## src/fetch_pkg.sv

```systemverilog
package fetch_pkg;

  // address and pc width
  localparam int unsigned xlen = 32;

  // fetched instruction word, always a full 32 bit read
  localparam int unsigned inst_len = 32;

  // boot vector, also the flush target
  localparam logic [xlen-1:0] pc_reset_addr = 32'h8000_0000;

  // branch target buffer geometry
  // direct mapped, indexed by pc[btb_idx_w:1]
  localparam int unsigned btb_entries = 8;
  localparam int unsigned btb_idx_w = 3;

  // tag covers the pc bits above the index
  // bit 0 of a pc is always zero and is not kept
  localparam int unsigned btb_tag_w = xlen - btb_idx_w - 1;

endpackage
```

## src/fetch_top.sv

```systemverilog
module fetch_top import fetch_pkg::*; (
  input  logic                clk,
  input  logic                rst,
  // redirects
  input  logic                flush_i,
  input  logic                trap_valid_i,
  input  logic [xlen-1:0]     trap_pc_i,
  input  logic                branch_valid_i,
  input  logic [xlen-1:0]     branch_pc_i,
  input  logic [xlen-1:0]     branch_src_pc_i,
  // apb master
  output logic                psel_o,
  output logic                penable_o,
  output logic [xlen-1:0]     paddr_o,
  input  logic                pready_i,
  input  logic [inst_len-1:0] prdata_i,
  input  logic                pslverr_i,
  // instruction output
  output logic                inst_valid_o,
  output logic [inst_len-1:0] inst_o,
  output logic [xlen-1:0]     inst_pc_o,
  output logic                inst_fault_o,
  input  logic                inst_ready_i
);

  // pc and redirect kill
  logic [xlen-1:0] pc;
  logic            kill;

  // sequential advance from the fetch master
  logic            advance;
  logic            is_compressed;

  // prediction for the current pc
  logic            pred_hit;
  logic [xlen-1:0] pred_target;

  pc_gen u_pc_gen (
    .clk             (clk),
    .rst             (rst),
    .flush_i         (flush_i),
    .trap_valid_i    (trap_valid_i),
    .trap_pc_i       (trap_pc_i),
    .branch_valid_i  (branch_valid_i),
    .branch_pc_i     (branch_pc_i),
    .advance_i       (advance),
    .is_compressed_i (is_compressed),
    .pred_hit_i      (pred_hit),
    .pred_target_i   (pred_target),
    .pc_o            (pc),
    .kill_o          (kill)
  );

  // trained by every resolved branch
  btb u_btb (
    .clk            (clk),
    .rst            (rst),
    .pc_i           (pc),
    .train_i        (branch_valid_i),
    .train_src_i    (branch_src_pc_i),
    .train_target_i (branch_pc_i),
    .hit_o          (pred_hit),
    .target_o       (pred_target)
  );

  fetch_apb u_fetch_apb (
    .clk             (clk),
    .rst             (rst),
    .pc_i            (pc),
    .kill_i          (kill),
    .psel_o          (psel_o),
    .penable_o       (penable_o),
    .paddr_o         (paddr_o),
    .pready_i        (pready_i),
    .prdata_i        (prdata_i),
    .pslverr_i       (pslverr_i),
    .inst_valid_o    (inst_valid_o),
    .inst_o          (inst_o),
    .inst_pc_o       (inst_pc_o),
    .inst_fault_o    (inst_fault_o),
    .inst_ready_i    (inst_ready_i),
    .advance_o       (advance),
    .is_compressed_o (is_compressed)
  );

endmodule

```

## src/fetch_apb.sv

```systemverilog
module fetch_apb import fetch_pkg::*; (
  input  logic                clk,
  input  logic                rst,
  // current fetch pc and redirect kill
  input  logic [xlen-1:0]     pc_i,
  input  logic                kill_i,
  // apb master toward instruction memory
  output logic                psel_o,
  output logic                penable_o,
  output logic [xlen-1:0]     paddr_o,
  input  logic                pready_i,
  input  logic [inst_len-1:0] prdata_i,
  input  logic                pslverr_i,
  // instruction output, valid/ready
  output logic                inst_valid_o,
  output logic [inst_len-1:0] inst_o,
  output logic [xlen-1:0]     inst_pc_o,
  output logic                inst_fault_o,
  input  logic                inst_ready_i,
  // back to the pc block
  output logic                advance_o,
  output logic                is_compressed_o
);

  typedef enum logic [1:0] {
    st_idle,
    st_setup,
    st_access,
    st_hold
  } state_t;

  state_t state_q;
  state_t state_d;

  // transfer in flight was overtaken by a redirect
  logic stale_q;
  logic stale_d;

  // address and captured payload
  logic [xlen-1:0]     paddr_q;
  logic [inst_len-1:0] inst_q;
  logic [xlen-1:0]     inst_pc_q;
  logic                fault_q;

  logic start;
  logic done;
  logic capture;
  logic accept;

  // new fetch only from idle and only with a settled pc
  assign start = (state_q == st_idle) & ~kill_i;

  // apb completion
  assign done = (state_q == st_access) & pready_i;

  // good data only when nothing killed the transfer
  assign capture = done & ~stale_q & ~kill_i;

  // downstream takes the held word
  assign accept = (state_q == st_hold) & inst_ready_i;

  always_comb begin
    state_d = state_q;
    stale_d = stale_q;
    case (state_q)
      st_idle: begin
        stale_d = 1'b0;
        if (start) begin
          state_d = st_setup;
        end
      end
      st_setup: begin
        // transfer keeps going, just remember it is dead
        if (kill_i) begin
          stale_d = 1'b1;
        end
        state_d = st_access;
      end
      st_access: begin
        if (pready_i) begin
          stale_d = 1'b0;
          if (capture) begin
            state_d = st_hold;
          end else begin
            state_d = st_idle;
          end
        end else if (kill_i) begin
          stale_d = 1'b1;
        end
      end
      st_hold: begin
        // a redirect drops the held word, acceptance releases it
        if (kill_i || inst_ready_i) begin
          state_d = st_idle;
        end
      end
      default: begin
        state_d = st_idle;
        stale_d = 1'b0;
      end
    endcase
  end

  always_ff @(posedge clk) begin
    if (rst) begin
      state_q <= st_idle;
      stale_q <= 1'b0;
    end else begin
      state_q <= state_d;
      stale_q <= stale_d;
    end
  end

  // address latched at issue, stable through completion
  always_ff @(posedge clk) begin
    if (start) begin
      paddr_q <= pc_i;
    end
  end

  // payload held under back-pressure
  always_ff @(posedge clk) begin
    if (capture) begin
      inst_q    <= prdata_i;
      inst_pc_q <= paddr_q;
      fault_q   <= pslverr_i;
    end
  end

  assign psel_o    = (state_q == st_setup) | (state_q == st_access);
  assign penable_o = (state_q == st_access);
  assign paddr_o   = paddr_q;

  assign inst_valid_o = (state_q == st_hold);
  assign inst_o       = inst_q;
  assign inst_pc_o    = inst_pc_q;
  assign inst_fault_o = fault_q;

  // one cycle pulse per accepted word
  assign advance_o = accept;

  // rvc when the low two bits are not 2'b11
  assign is_compressed_o = (inst_q[1:0] != 2'b11);

endmodule

```

## src/btb.sv

```systemverilog
module btb import fetch_pkg::*; (
  input  logic            clk,
  input  logic            rst,
  // lookup side
  input  logic [xlen-1:0] pc_i,
  // training from resolved branches
  input  logic            train_i,
  input  logic [xlen-1:0] train_src_i,
  input  logic [xlen-1:0] train_target_i,
  output logic            hit_o,
  output logic [xlen-1:0] target_o
);

  // per entry state
  logic [btb_entries-1:0] valid_q;
  logic [btb_tag_w-1:0]   tag_q    [btb_entries];
  logic [xlen-1:0]        target_q [btb_entries];

  // lookup fields
  logic [btb_idx_w-1:0]   rd_idx;
  logic [btb_tag_w-1:0]   rd_tag;

  // training fields
  logic [btb_idx_w-1:0]   wr_idx;
  logic [btb_tag_w-1:0]   wr_tag;

  // index skips pc bit 0
  assign rd_idx = pc_i[btb_idx_w:1];
  assign rd_tag = pc_i[xlen-1:btb_idx_w+1];

  assign wr_idx = train_src_i[btb_idx_w:1];
  assign wr_tag = train_src_i[xlen-1:btb_idx_w+1];

  // combinational lookup
  // no write bypass, a new entry shows from the next cycle
  always_comb begin
    hit_o    = 1'b0;
    target_o = target_q[rd_idx];
    if (valid_q[rd_idx] && (tag_q[rd_idx] == rd_tag)) begin
      hit_o = 1'b1;
    end
  end

  // valid bits
  always_ff @(posedge clk) begin
    if (rst) begin
      valid_q <= '0;
    end else if (train_i) begin
      valid_q[wr_idx] <= 1'b1;
    end
  end

  // tag and target storage
  // training simply overwrites whatever sits at the index
  always_ff @(posedge clk) begin
    if (train_i) begin
      tag_q[wr_idx]    <= wr_tag;
      target_q[wr_idx] <= train_target_i;
    end
  end

endmodule

```

## src/pc_gen.sv

```systemverilog
module pc_gen import fetch_pkg::*; (
  input  logic            clk,
  input  logic            rst,
  // redirect sources, highest priority first
  input  logic            flush_i,
  input  logic            trap_valid_i,
  input  logic [xlen-1:0] trap_pc_i,
  input  logic            branch_valid_i,
  input  logic [xlen-1:0] branch_pc_i,
  // sequential flow from the fetch master
  input  logic            advance_i,
  input  logic            is_compressed_i,
  // prediction for the current pc
  input  logic            pred_hit_i,
  input  logic [xlen-1:0] pred_target_i,
  output logic [xlen-1:0] pc_o,
  output logic            kill_o
);

  logic [xlen-1:0] pc_q;
  logic [xlen-1:0] pc_d;
  logic [xlen-1:0] pc_step;
  logic [xlen-1:0] pc_seq;
  logic            redirect;
  logic            pc_we;

  // any redirect overrides the sequential flow
  assign redirect = flush_i | trap_valid_i | branch_valid_i;

  // halfword step for compressed, word step otherwise
  assign pc_step = is_compressed_i ? xlen'(2) : xlen'(4);
  assign pc_seq  = pc_q + pc_step;

  // next pc by priority
  always_comb begin
    pc_d = pc_q;
    if (flush_i) begin
      pc_d = pc_reset_addr;
    end else if (trap_valid_i) begin
      pc_d = trap_pc_i;
    end else if (branch_valid_i) begin
      pc_d = branch_pc_i;
    end else if (advance_i) begin
      // predicted target wins over fall through
      if (pred_hit_i) begin
        pc_d = pred_target_i;
      end else begin
        pc_d = pc_seq;
      end
    end
  end

  // pc only moves on a redirect or an accepted instruction
  // otherwise it holds, which is the stall
  assign pc_we = redirect | advance_i;

  always_ff @(posedge clk) begin
    if (rst) begin
      pc_q <= pc_reset_addr;
    end else if (pc_we) begin
      pc_q <= pc_d;
    end
  end

  assign pc_o = pc_q;

  // tells the fetch master its current or held fetch is stale
  assign kill_o = redirect;

endmodule

```

## config.mk

```make
export PLATFORM = sky130hd
export DESIGN_NAME = fetch_top
export DESIGN_NICKNAME = d
export VERILOG_FILES = /design/src/fetch_pkg.sv /design/src/fetch_top.sv /design/src/fetch_apb.sv /design/src/btb.sv /design/src/pc_gen.sv
export SDC_FILE = /design/constraint.sdc
export NUM_CORES = 1
export LEC_CHECK = 0
export CAP_MARGIN = 20
export CORE_ASPECT_RATIO = 2
export CORE_UTILIZATION = 70
export CTS_BUF_LIST = sky130_fd_sc_hd__clkbuf_4
export CTS_CLUSTER_SIZE = 28
export DETAILED_ROUTE_END_ITERATION = 16
export DONT_BUFFER_PORTS = 1
export PLACE_DENSITY = 0.86
export REMOVE_ABC_BUFFERS = 1
export SLEW_MARGIN = 0
export SYNTH_ARGS = -nofsm -noshare
export SYNTH_HDL_FRONTEND = slang
export SYNTH_HIERARCHICAL = 1
export SYNTH_SLANG_ARGS = --single-unit
export TNS_END_PERCENT = 20
```

## constraint.sdc

```tcl
create_clock -name clk -period 15.5 [get_ports clk]
set_input_delay 4.65 -clock clk [delete_from_list [all_inputs] [get_ports clk]]
set_output_delay 4.65 -clock clk [all_outputs]
set_load 0.02 [all_outputs]
```

# Yosys cells after proc, flatten, opt, wreduce, memory -nomap -nowiden
# Memory sizes are Yosys's and may differ from the RTL's. A register that Yosys moved wholly into a read port is not among the register bits.
# Index checks and enable logic that the tools add are counted.
[word_totals]
latch_bits = 0
elab_cells = 67
n_memories = 2
ff_bits = 140
rom_bits = 0
ramBits = 480
[mem_list]
columns = ["name", "depth", "word_bits", "read_ports", "rd_ports_with_merged_regs", "wr", "line", "source"]
rows = [
  ["u_btb.target_q", 8, 32, 1, 1, 1, "btb.sv:17", "logic [xlen-1:0] target_q [btb_entries];"],
  ["u_btb.tag_q", 8, 28, 1, 1, 1, "btb.sv:16", "logic [btb_tag_w-1:0] tag_q [btb_entries];"],
]
[classes]
multipliers = 0
order_cmp = 3
mux = 25
n_bitwise = 12
div_mod_pow = 0
addsub = 1
n_eq_ne = 8
shifts = 0
n_reduce_logical = 8
[ops]
columns = ["op", "count"]
rows = [
  ["2-to-1 mux 32 bit", 5],
  ["adder 32 bit", 1],
  ["== test 28 bit", 1],
  ["2-to-1 mux 3 bit", 5],
  ["< comparator 3 x 4 -> 1 bit, second input constant", 2],
  ["2-to-1 mux 2 bit", 4],
  ["bitwise OR 8 bit", 1],
  ["case mux 2 bit (4 select lines)", 1],
  ["2-to-1 mux 1 bit", 7],
  ["!= test 2 x 1 -> 1 bit, second input constant", 3],
  ["bitwise AND 1 bit", 5],
  ["== test 2 bit, second input constant", 2],
  ["bitwise OR 1 bit", 4],
  ["nonzero test 4 bit", 1],
  ["binary-select mux 1 bit (select 3 bit)", 1],
  ["demux 1 bit (select 3 bit)", 1],
  ["greater-or-equal comparator 3 x 1 -> 1 bit, second input constant", 1],
  ["case mux 1 bit (3 select lines)", 1],
  ["AND reduction 3 bit", 1],
  ["nonzero test 3 bit", 1],
  ["== test 2 x 1 -> 1 bit, second input constant", 1],
  ["logical AND 1 bit", 2],
  ["zero test 2 bit", 1],
  ["!= test 2 bit, second input constant", 1],
  ["other kinds (3)", 4],
]

# Longest topological paths before layout
# Gate-level depths: netlist (run 1).
[logic_depth]
depth_word = 11
ltp_mapped = 16
depth_no_buf = 11

# By module
# Netlist (run 1), hierarchy kept.
[by_module_without_submodules]
columns = ["mod", "cells_per_inst", "area_each_um2", "instances"]
rows = [
  ["btb", 786, 18626.6, 1],
  ["fetch_apb", 127, 3184.3, 1],
  ["pc_gen", 372, 2776.4, 1],
]

# Least setup slack after synthesis (run 1)
# No wires, ideal clock.
[synth_timing]
path_kind = "input to register"
from = "input branch_src_pc_i[1]"
to = "memory u_btb/tag_q[0][0] (netlist bit) (enable)"
arrival_ps = 8961
n_path_buf = 0
cell_stages = 2
setup_time_ps = 555
t_required_ps = 14945
setup_slack_ps = 5984
path_cell_list = "nand2b_1 > nor3_1"
[synth_rtl]
columns = ["element", "line", "source"]
rows = [
  ["from (decl)", "fetch_top.sv:10", "input logic [xlen-1:0] branch_src_pc_i,"],
  ["to (decl)", "btb.sv:16", ""],
]
# Straight into the memory's write port.

# Worst setup path after layout (run 1)
[layout_timing]
from = "register u_fetch_apb.state_q[0]"
to = "output psel_o"
[layout_via]
elab_chain_len = 2
elab_cells_between_ends = 3
classes_between = "2 x eq/ne; 1 x bitwise"
[layout_lines]
columns = ["element", "line", "source"]
rows = [
  ["from (decl)", "fetch_apb.sv:32", "state_t state_q;"],
  ["from (signal assigned)", "fetch_apb.sv:106", "state_q <= st_idle;"],
  ["from (signal assigned)", "fetch_apb.sv:109", "state_q <= state_d;"],
  ["== test 2 x 1 -> 1 bit or == test 2 bit (tied branches)", "fetch_apb.sv:130", "assign psel_o = (state_q == st_setup) | (state_q == st_access);"],
  ["bitwise OR 1 bit (*)", "fetch_apb.sv:130", ""],
  ["to (decl)", "fetch_top.sv:12", "output logic psel_o,"],
]
# Every way passes the cells marked *; elsewhere a longest branch is shown, timed or not.

==> results of run 1 <==
==> through the flow <==
step	total power (W)	utilization [%]	instance area (um^2)	setup slack (ns)	hold slack, ns
detailed placement	0.00215	72.6	25000	8.67	0.447
global placement	0.00213	72.6	25000	8.58	0.420
finish	0.00323	77.1	26600	9.00	0.458
floorplan	0.00210	-	24300	5.87	0.408
CTS	0.00324	77.1	26600	8.96	0.459
global route	0.00333	77.1	26600	8.87	0.456
==> area by class of cell <==
cell class | instances | area (um^2) | share of cell area (%)
Tap cell | 441 | 552 | 2.07
Antenna cell | 11 | 27.5 | 0.104
Multi-Input combinational cell | 581 | 6070 | 22.8
Sequential cell | 620 | 18200 | 68.4
Clock inverter | 45 | 210 | 0.790
Timing Repair Buffer | 19 | 146 | 0.551
Inverter | 17 | 63.8 | 0.240
Clock buffer | 176 | 1320 | 4.97
==> sequential cells by signal (all words and copies together), names as in the netlist <==
name	flops
u_fetch_apb/stale_q	1
u_fetch_apb/state_q	2
u_btb/target_q	256
u_fetch_apb/inst_fault_o	1
u_fetch_apb/paddr_o	32
u_fetch_apb/inst_pc_o	32
u_fetch_apb/inst_o	32
u_btb/tag_q	224
u_btb/valid_q	8
u_pc_gen/pc_o	32
==> kinds of logic (layout without fill, tap and decap cells) <==
| group | Yosys count | count (layout) | synth area share [%] |
|---|---|---|---|
| AOI/OAI and AO/OA | 136 | 136 | 4.06 |
| and+or+nand+nor | 216 | 216 | 4.79 |
| xor gates and xnor gates | 34 | 34 | 1.21 |
| buffers and inverters | 84 | 257 | 1.63 |
| adders and majority gates | 9 | 9 | 0.489 |
| other | 0 | 11 | 0 |
| muxes | 186 | 186 | 13.8 |
| DFF | 620 | 620 | 74.0 |
==> worst max-delay path: stages, from the launching register on <==
cell and delay (ns):
dfxtp_1 0.45, inv_1 0.13, ha_1 0.43
==> power by group <==
part	total [W]	internal (W)	switching (W)
clock	0.00111	0.000539	0.000573
combinational	0.000176	0.0000793	0.0000969
sequential	0.00194	0.00189	0.0000480
==> layer usage <==
metal	GRT usage [%]	share of wire, %	up-vias
met5	0	0.12	-
met4	18.2	5.2	10
met3	8.49	11	198
met2	55.9	53	1064
met1	37.0	31	6491
li1	-	-	5536
==> cell usage in the layout, fill, tap and decap left out, drive strengths merged, types with 4 or more instances in the layout <==
cell    synthesis  final
mux4          120    120
a31o            4      4
dfxtp          43     43
a221o           7      7
o21ai          22     22
or3             5      5
xnor2          24     24
and3            6      6
diode           0     11
or4             5      5
clkinv          0     43
and4            6      6
clkbuf         27    176
nand3          14     14
buf            40     19
o211ai          4      4
a221oi         20     20
a32oi           5      5
a211oi          4      4
mux2i          33     33
a21oi          22     22
ha              8      8
a22o            4      4
o31ai          10     10
mux2           33     33
nand4          18     18
nor3           19     19
o22ai           5      5
edfxtp        577    577
xor2           10     10
nor4           12     12
nor2           54     54
nand2b         15     15
nand2          38     38
inv            17     18
and2            6      6
==> worst paths after layout <==
kind | start | to | slack (ns) | depth (start not counted)
setup / recovery | u_fetch_apb/state_q[0]$_SDFFE_PP0P_ | psel_o | 9.00 | 2
hold reg to reg | u_pc_gen/pc_o[0]$_SDFFE_PP0P_ | u_fetch_apb/paddr_o[0]$_DFFE_PP_ | 0.46 | 0
setup reg to reg | u_pc_gen/pc_o[2]$_SDFFE_PP0P_ | u_pc_gen/pc_o[0]$_SDFFE_PP0P_ | 10.12 | 13
hold / removal | u_pc_gen/pc_o[0]$_SDFFE_PP0P_ | u_fetch_apb/paddr_o[0]$_DFFE_PP_ | 0.46 | 0
==> metrics.cfg, run 1 <==
[final_layout]
fin_nets=1504
drive_gt1_share_pct=26.9
nFillCells=1778
syn_to_final_growth_pct=8.15
finalNonFillerCells=1910

[route]
postRouteAntennaNets=0
routed_wl_mm=56.1
vias_per_cell=6.96
vias=13300
dr.pass1.iters=5
post_drt_wl_per_cell_um=29.4
drc=0
drt_iter0_drc=1542

[job]
cap_violations=0

[die]
core_area_um2=34500
die_h_um=267
fp-row-count=96
start_util_pct=71.3
die-area_um2=35900
io_pins=236
die_w_um=135

[grt]
antenna_found_initial=11
grt-ovfl-total=0
grt_pass1_vias=13700
grt_max_degree=68
grt_pass1_wl_mm=82.5
grt.total_usage_pct=32.6

[cts]
htree_num_levels=3
cts_root_buf=clkbuf_4
cts.path.max_buffers=3
cts.hold.buffers_added=0
cts_resized=0
cts-buffers-inserted=120
cts.reportedPaths.clkPinSlew_ns=0.08
cts.sinks=620
post_cts_buffers=0
cts_tree=built
insertion_delay_ns=0.86

[placed_design]
finalWeightedCongestion=0.961
portBuffers=0
dp_hpwl_mm=33.9
post-place-cells=1678

[timing]
post-route-period-util_pct=42.0
fmax_ghz=0.154
finalHoldViolCount=0
min_period_ns=6.50
relSlewSlack_pct=22.8
drv_slew=0
skew_ns=0.0637
fin_tns_setup_ns=0
worstMarginPinSlew_ns=1.16
rsz0062_at_grt=false
setup_viol=0

[critical_path]
endpoint_kind=output pin
arrival_ns=1.85
crit_fanout=6
crit_type=flop to output pin
critPathLaunchType=flop
crit_required_ns=10.85

[synth]
yosysSeqAreaShare_pct=74.0
avgSynthCellArea_um2=19.1
ys_warn_count=6
yosys-top-cells-area=edfxtp_1, mux4_2, dfxtp_1, mux2_2, mux2i_1
ys_seq_elements=620
synth_area_um2=24600
yosysMostFrequentCell=edfxtp_1
synth_common_cells=edfxtp_1, mux4_2, nor2_1
synth_edf_count=577
syn_inst=1285
yosysTopAreaCell=edfxtp_1
synth_top_area_share_pct=70.5
synth_cell_types=75
async_flop_share_pct=0
synth_top_flop_cell=edfxtp_1

[power]
powerDensity_nw_per_um2=121
vdd_ir_drop_max_v=0.0000870
p_leak_nw=8.30

[min_path]
hold_path_class=flop to flop

[status]
status=finished clean

No activity file was read; power rests on OpenSTA's default activity.
==> run 2, diff against run 1 <==
Settings changed: ABC_AREA set to 1, CORE_UTILIZATION 70 to 60, PLACE_DENSITY 0.86 to 0.79.
Clock period 15.5 ns to 5.6 ns, I/O delays scaled along.
==> run 2 against run 1 <==
Net effect:
- wire length rose by 28%
- sequential cell count did not move
- clock skew is 0.030 ns higher
- total power rose to 2.9 times the previous value
- cell count grew 68%
- die area increased by 25%
- register-to-register slack got worse by 8.4 ns
- combinational power grew to 3.8 times the previous value
- via count is 45% higher
- synthesized cell count is 96% higher
- clock power rose to 3.1 times the previous value
- count of clock-buffer cells in the layout down 11
- largest cell class unchanged
==> metrics.cfg, run 2 <==
[critical_path]
timing.rr.end=u_pc_gen/pc_o[13]$_SDFFE_PP0P_
r2r_cells=20
endpoint_kind=flop
arrival_ns=4.64
crit_type=flop to flop
endpoint=u_pc_gen/pc_o[13]$_SDFFE_PP0P_
r2r_start=u_pc_gen/pc_o[2]$_SDFFE_PP0P_
ff2ff_setup_slack_ns=1.75
cp-startpoint=u_pc_gen/pc_o[2]$_SDFFE_PP0P_
crit_fanout=40
crit_required_ns=6.39
critPathLaunchType=flop

[final_layout]
final_cell_mix=nand2_1, edfxtp_1, nor2_1
regMostFlops=u_btb/target_q
mostFrequentLayoutCell=nand2_1
largest_reg_flops=256
reg_top3=u_btb/target_q x256, u_btb/tag_q x224
fin_nets=2700
syn_to_final_growth_pct=8.83
drive_gt1_share_pct=10.1

[cts]
cts.path.max_buffers=3
cts_resized=0
cts.reportedPaths.clkPinSlew_ns=0.08
cts.hold.buffers_added=0
post_cts_buffers=0
insertion_delay_ns=0.92
cts-buffers-inserted=121
cts_tree=built
htree_num_levels=3
cts.sinks=620
cts_root_buf=clkbuf_4

[synth]
avgSynthCellArea_um2=10.5
yosysTopAreaCell=edfxtp_1
synth_cell_types=35
synth_area_um2=26400
yosys-top-cells-area=edfxtp_1, nand2_1, nor2_1, dfxtp_1, nand3_1
syn_inst=2515
synth_common_cells=nand2_1, edfxtp_1, nor2_1
ys_seq_elements=620
synth_edf_count=577
async_flop_share_pct=0
yosysMostFrequentCell=nand2_1
synth_top_flop_cell=edfxtp_1
yosysSeqAreaShare_pct=68.8
synth_top_area_share_pct=65.6
ys_warn_count=6

[grt]
grt.total_usage_pct=31.9
use_met3_pct=9.04
grt_pass1_vias=19500
grt_max_degree=156
busiest_layer=met2
antenna_found_initial=6
use_met2_pct=54.1
use_met1_pct=32.2
grt-ovfl-total=0
grt_pass1_wl_mm=105

[placed_design]
portBuffers=0
dp_hpwl_mm=42.3
dp_slack_ns=1.39
finalWeightedCongestion=0.882

[timing]
fin_tns_setup_ns=0
fmax_ghz=0.260
post-route-period-util_pct=68.7
relSlewSlack_pct=24.0
min_period_ns=3.85
finalHoldViolCount=0
worstMarginPinSlew_ns=1.14
skew_ns=0.0939
worst_slack_ns=1.75
setup_viol=0
drv_slew=0
rsz0062_at_grt=false

[min_path]
hold_path_class=flop to flop

[power]
vdd_ir_drop_max_v=0.000176
powerDensity_nw_per_um2=330
p_leak_nw=11.0

[route]
dr.pass1.iters=6
routed_wl_mm=71.6
drc=0
vias=19300
postRouteAntennaNets=0
post_drt_wl_per_cell_um=22.3
vias_per_cell=6.01
drt_iter0_drc=2088

[status]
status=finished clean

[die]
fp-row-count=108
start_util_pct=60.9
die-area_um2=44900
io_pins=236
die_w_um=150
core_area_um2=43400
die_h_um=299

[job]
cap_violations=0

[run 2: cell types whose count changed after synthesis, sizes merged, moves of 20 or more]
cell / previous run / this run
nand2: 38 / 626
nor2: 54 / 432
inv: 17 / 216
nand3: 14 / 164
o21ai: 22 / 150
mux4: 120 / 0
a21oi: 22 / 68
mux2: 33 / 0
clkbuf: 27 / 59
mux2i: 33 / 1
a31oi: 3 / 32
o22ai: 5 / 33
buf: 40 / 61
a221oi: 20 / 0
[run 2: metrics by stage]
step	std cells	hold WS, ns	instance area (um^2)	total power [W]	utilization [%]
after floorplan	2394	0.409	25800	0.00586	-
after global placement	2979	0.435	26900	0.00604	62.1
after detailed placement	2979	0.440	26900	0.00608	62.1
after CTS	3207	0.461	28700	0.00951	66.1
after global routing	3213	0.472	28800	0.00981	66.3
final	3216	0.463	28800	0.00949	66.3
[run 2: layout make-up]
cell class | instances | area, um^2
Multi-Input combinational cell | 1558 | 6910
Clock inverter | 63 | 507
Sequential cell | 620 | 18200
Inverter | 216 | 817
Fill cell | 3068 | 14600
Timing Repair Buffer | 38 | 398
Antenna cell | 6 | 15.0
Tap cell | 550 | 688
Clock buffer | 165 | 1240
[run 2: how the worst min path moves through the flow]
stage | startpoint | endpoint | slack (ns) | cells past startpoint
floorplan | u_pc_gen/pc_o[0]$_SDFFE_PP0P_ | u_fetch_apb/paddr_o[0]$_DFFE_PP_ | 0.41 | 0
CTS | u_pc_gen/pc_o[0]$_SDFFE_PP0P_ | u_fetch_apb/paddr_o[0]$_DFFE_PP_ | 0.46 | 0
global route | u_pc_gen/pc_o[0]$_SDFFE_PP0P_ | u_fetch_apb/paddr_o[0]$_DFFE_PP_ | 0.47 | 0
finish | u_pc_gen/pc_o[0]$_SDFFE_PP0P_ | u_fetch_apb/paddr_o[0]$_DFFE_PP_ | 0.46 | 0
detailed placement | u_pc_gen/pc_o[0]$_SDFFE_PP0P_ | u_fetch_apb/paddr_o[0]$_DFFE_PP_ | 0.44 | 0
global placement | u_pc_gen/pc_o[0]$_SDFFE_PP0P_ | u_fetch_apb/paddr_o[0]$_DFFE_PP_ | 0.44 | 0
[run 2: cells by family (layout without fill, tap and decap cells)]
family                     count (synthesis)  after routing  synth area share, %
and+or+nand+nor                         1244           1244                 19.0
DFF                                      620            620                 68.8
muxes                                      1              1               0.0379
AOI/OAI and AO/OA                        295            295                 6.05
adders and majority gates                  9              9                0.454
buffers and inverters                    337            482                 5.31
xor gates and xnor gates                   9              9                0.298
other                                      0              6                    0
[run 2: power by group]
| group | internal (W) | switching [W] |
|---|---|---|
| sequential | 0.00522 | 0.000110 |
| combinational | 0.000203 | 0.000473 |
| clock | 0.00180 | 0.00168 |
[run 2: routing by layer]
layer | part of all wire, % | routed length [um]
met3 | 12 | 8240
met1 | 31 | 22000
met4 | 7.0 | 4990
met5 | 0.050 | 36
met2 | 51 | 36300
[run 2: critical path: stages, from the launching register on]
cell and delay (ns):
dfxtp_4 0.37, clkinv_2 0.57, buf_12 0.44, nand3_1 0.11, nand2_1 0.06, nand2_1 0.13, nand2_1 0.08, nand2_1 0.06
nand2_1 0.05, nor2_1 0.14, nand2_1 0.11, nor2_1 0.22, nand2_1 0.08, nor2_1 0.18, inv_2 0.22, buf_12 0.25
nand3_1 0.24, o211ai_1 0.13, nand2_1 0.08, nand2_1 0.04, a21oi_1 0.14
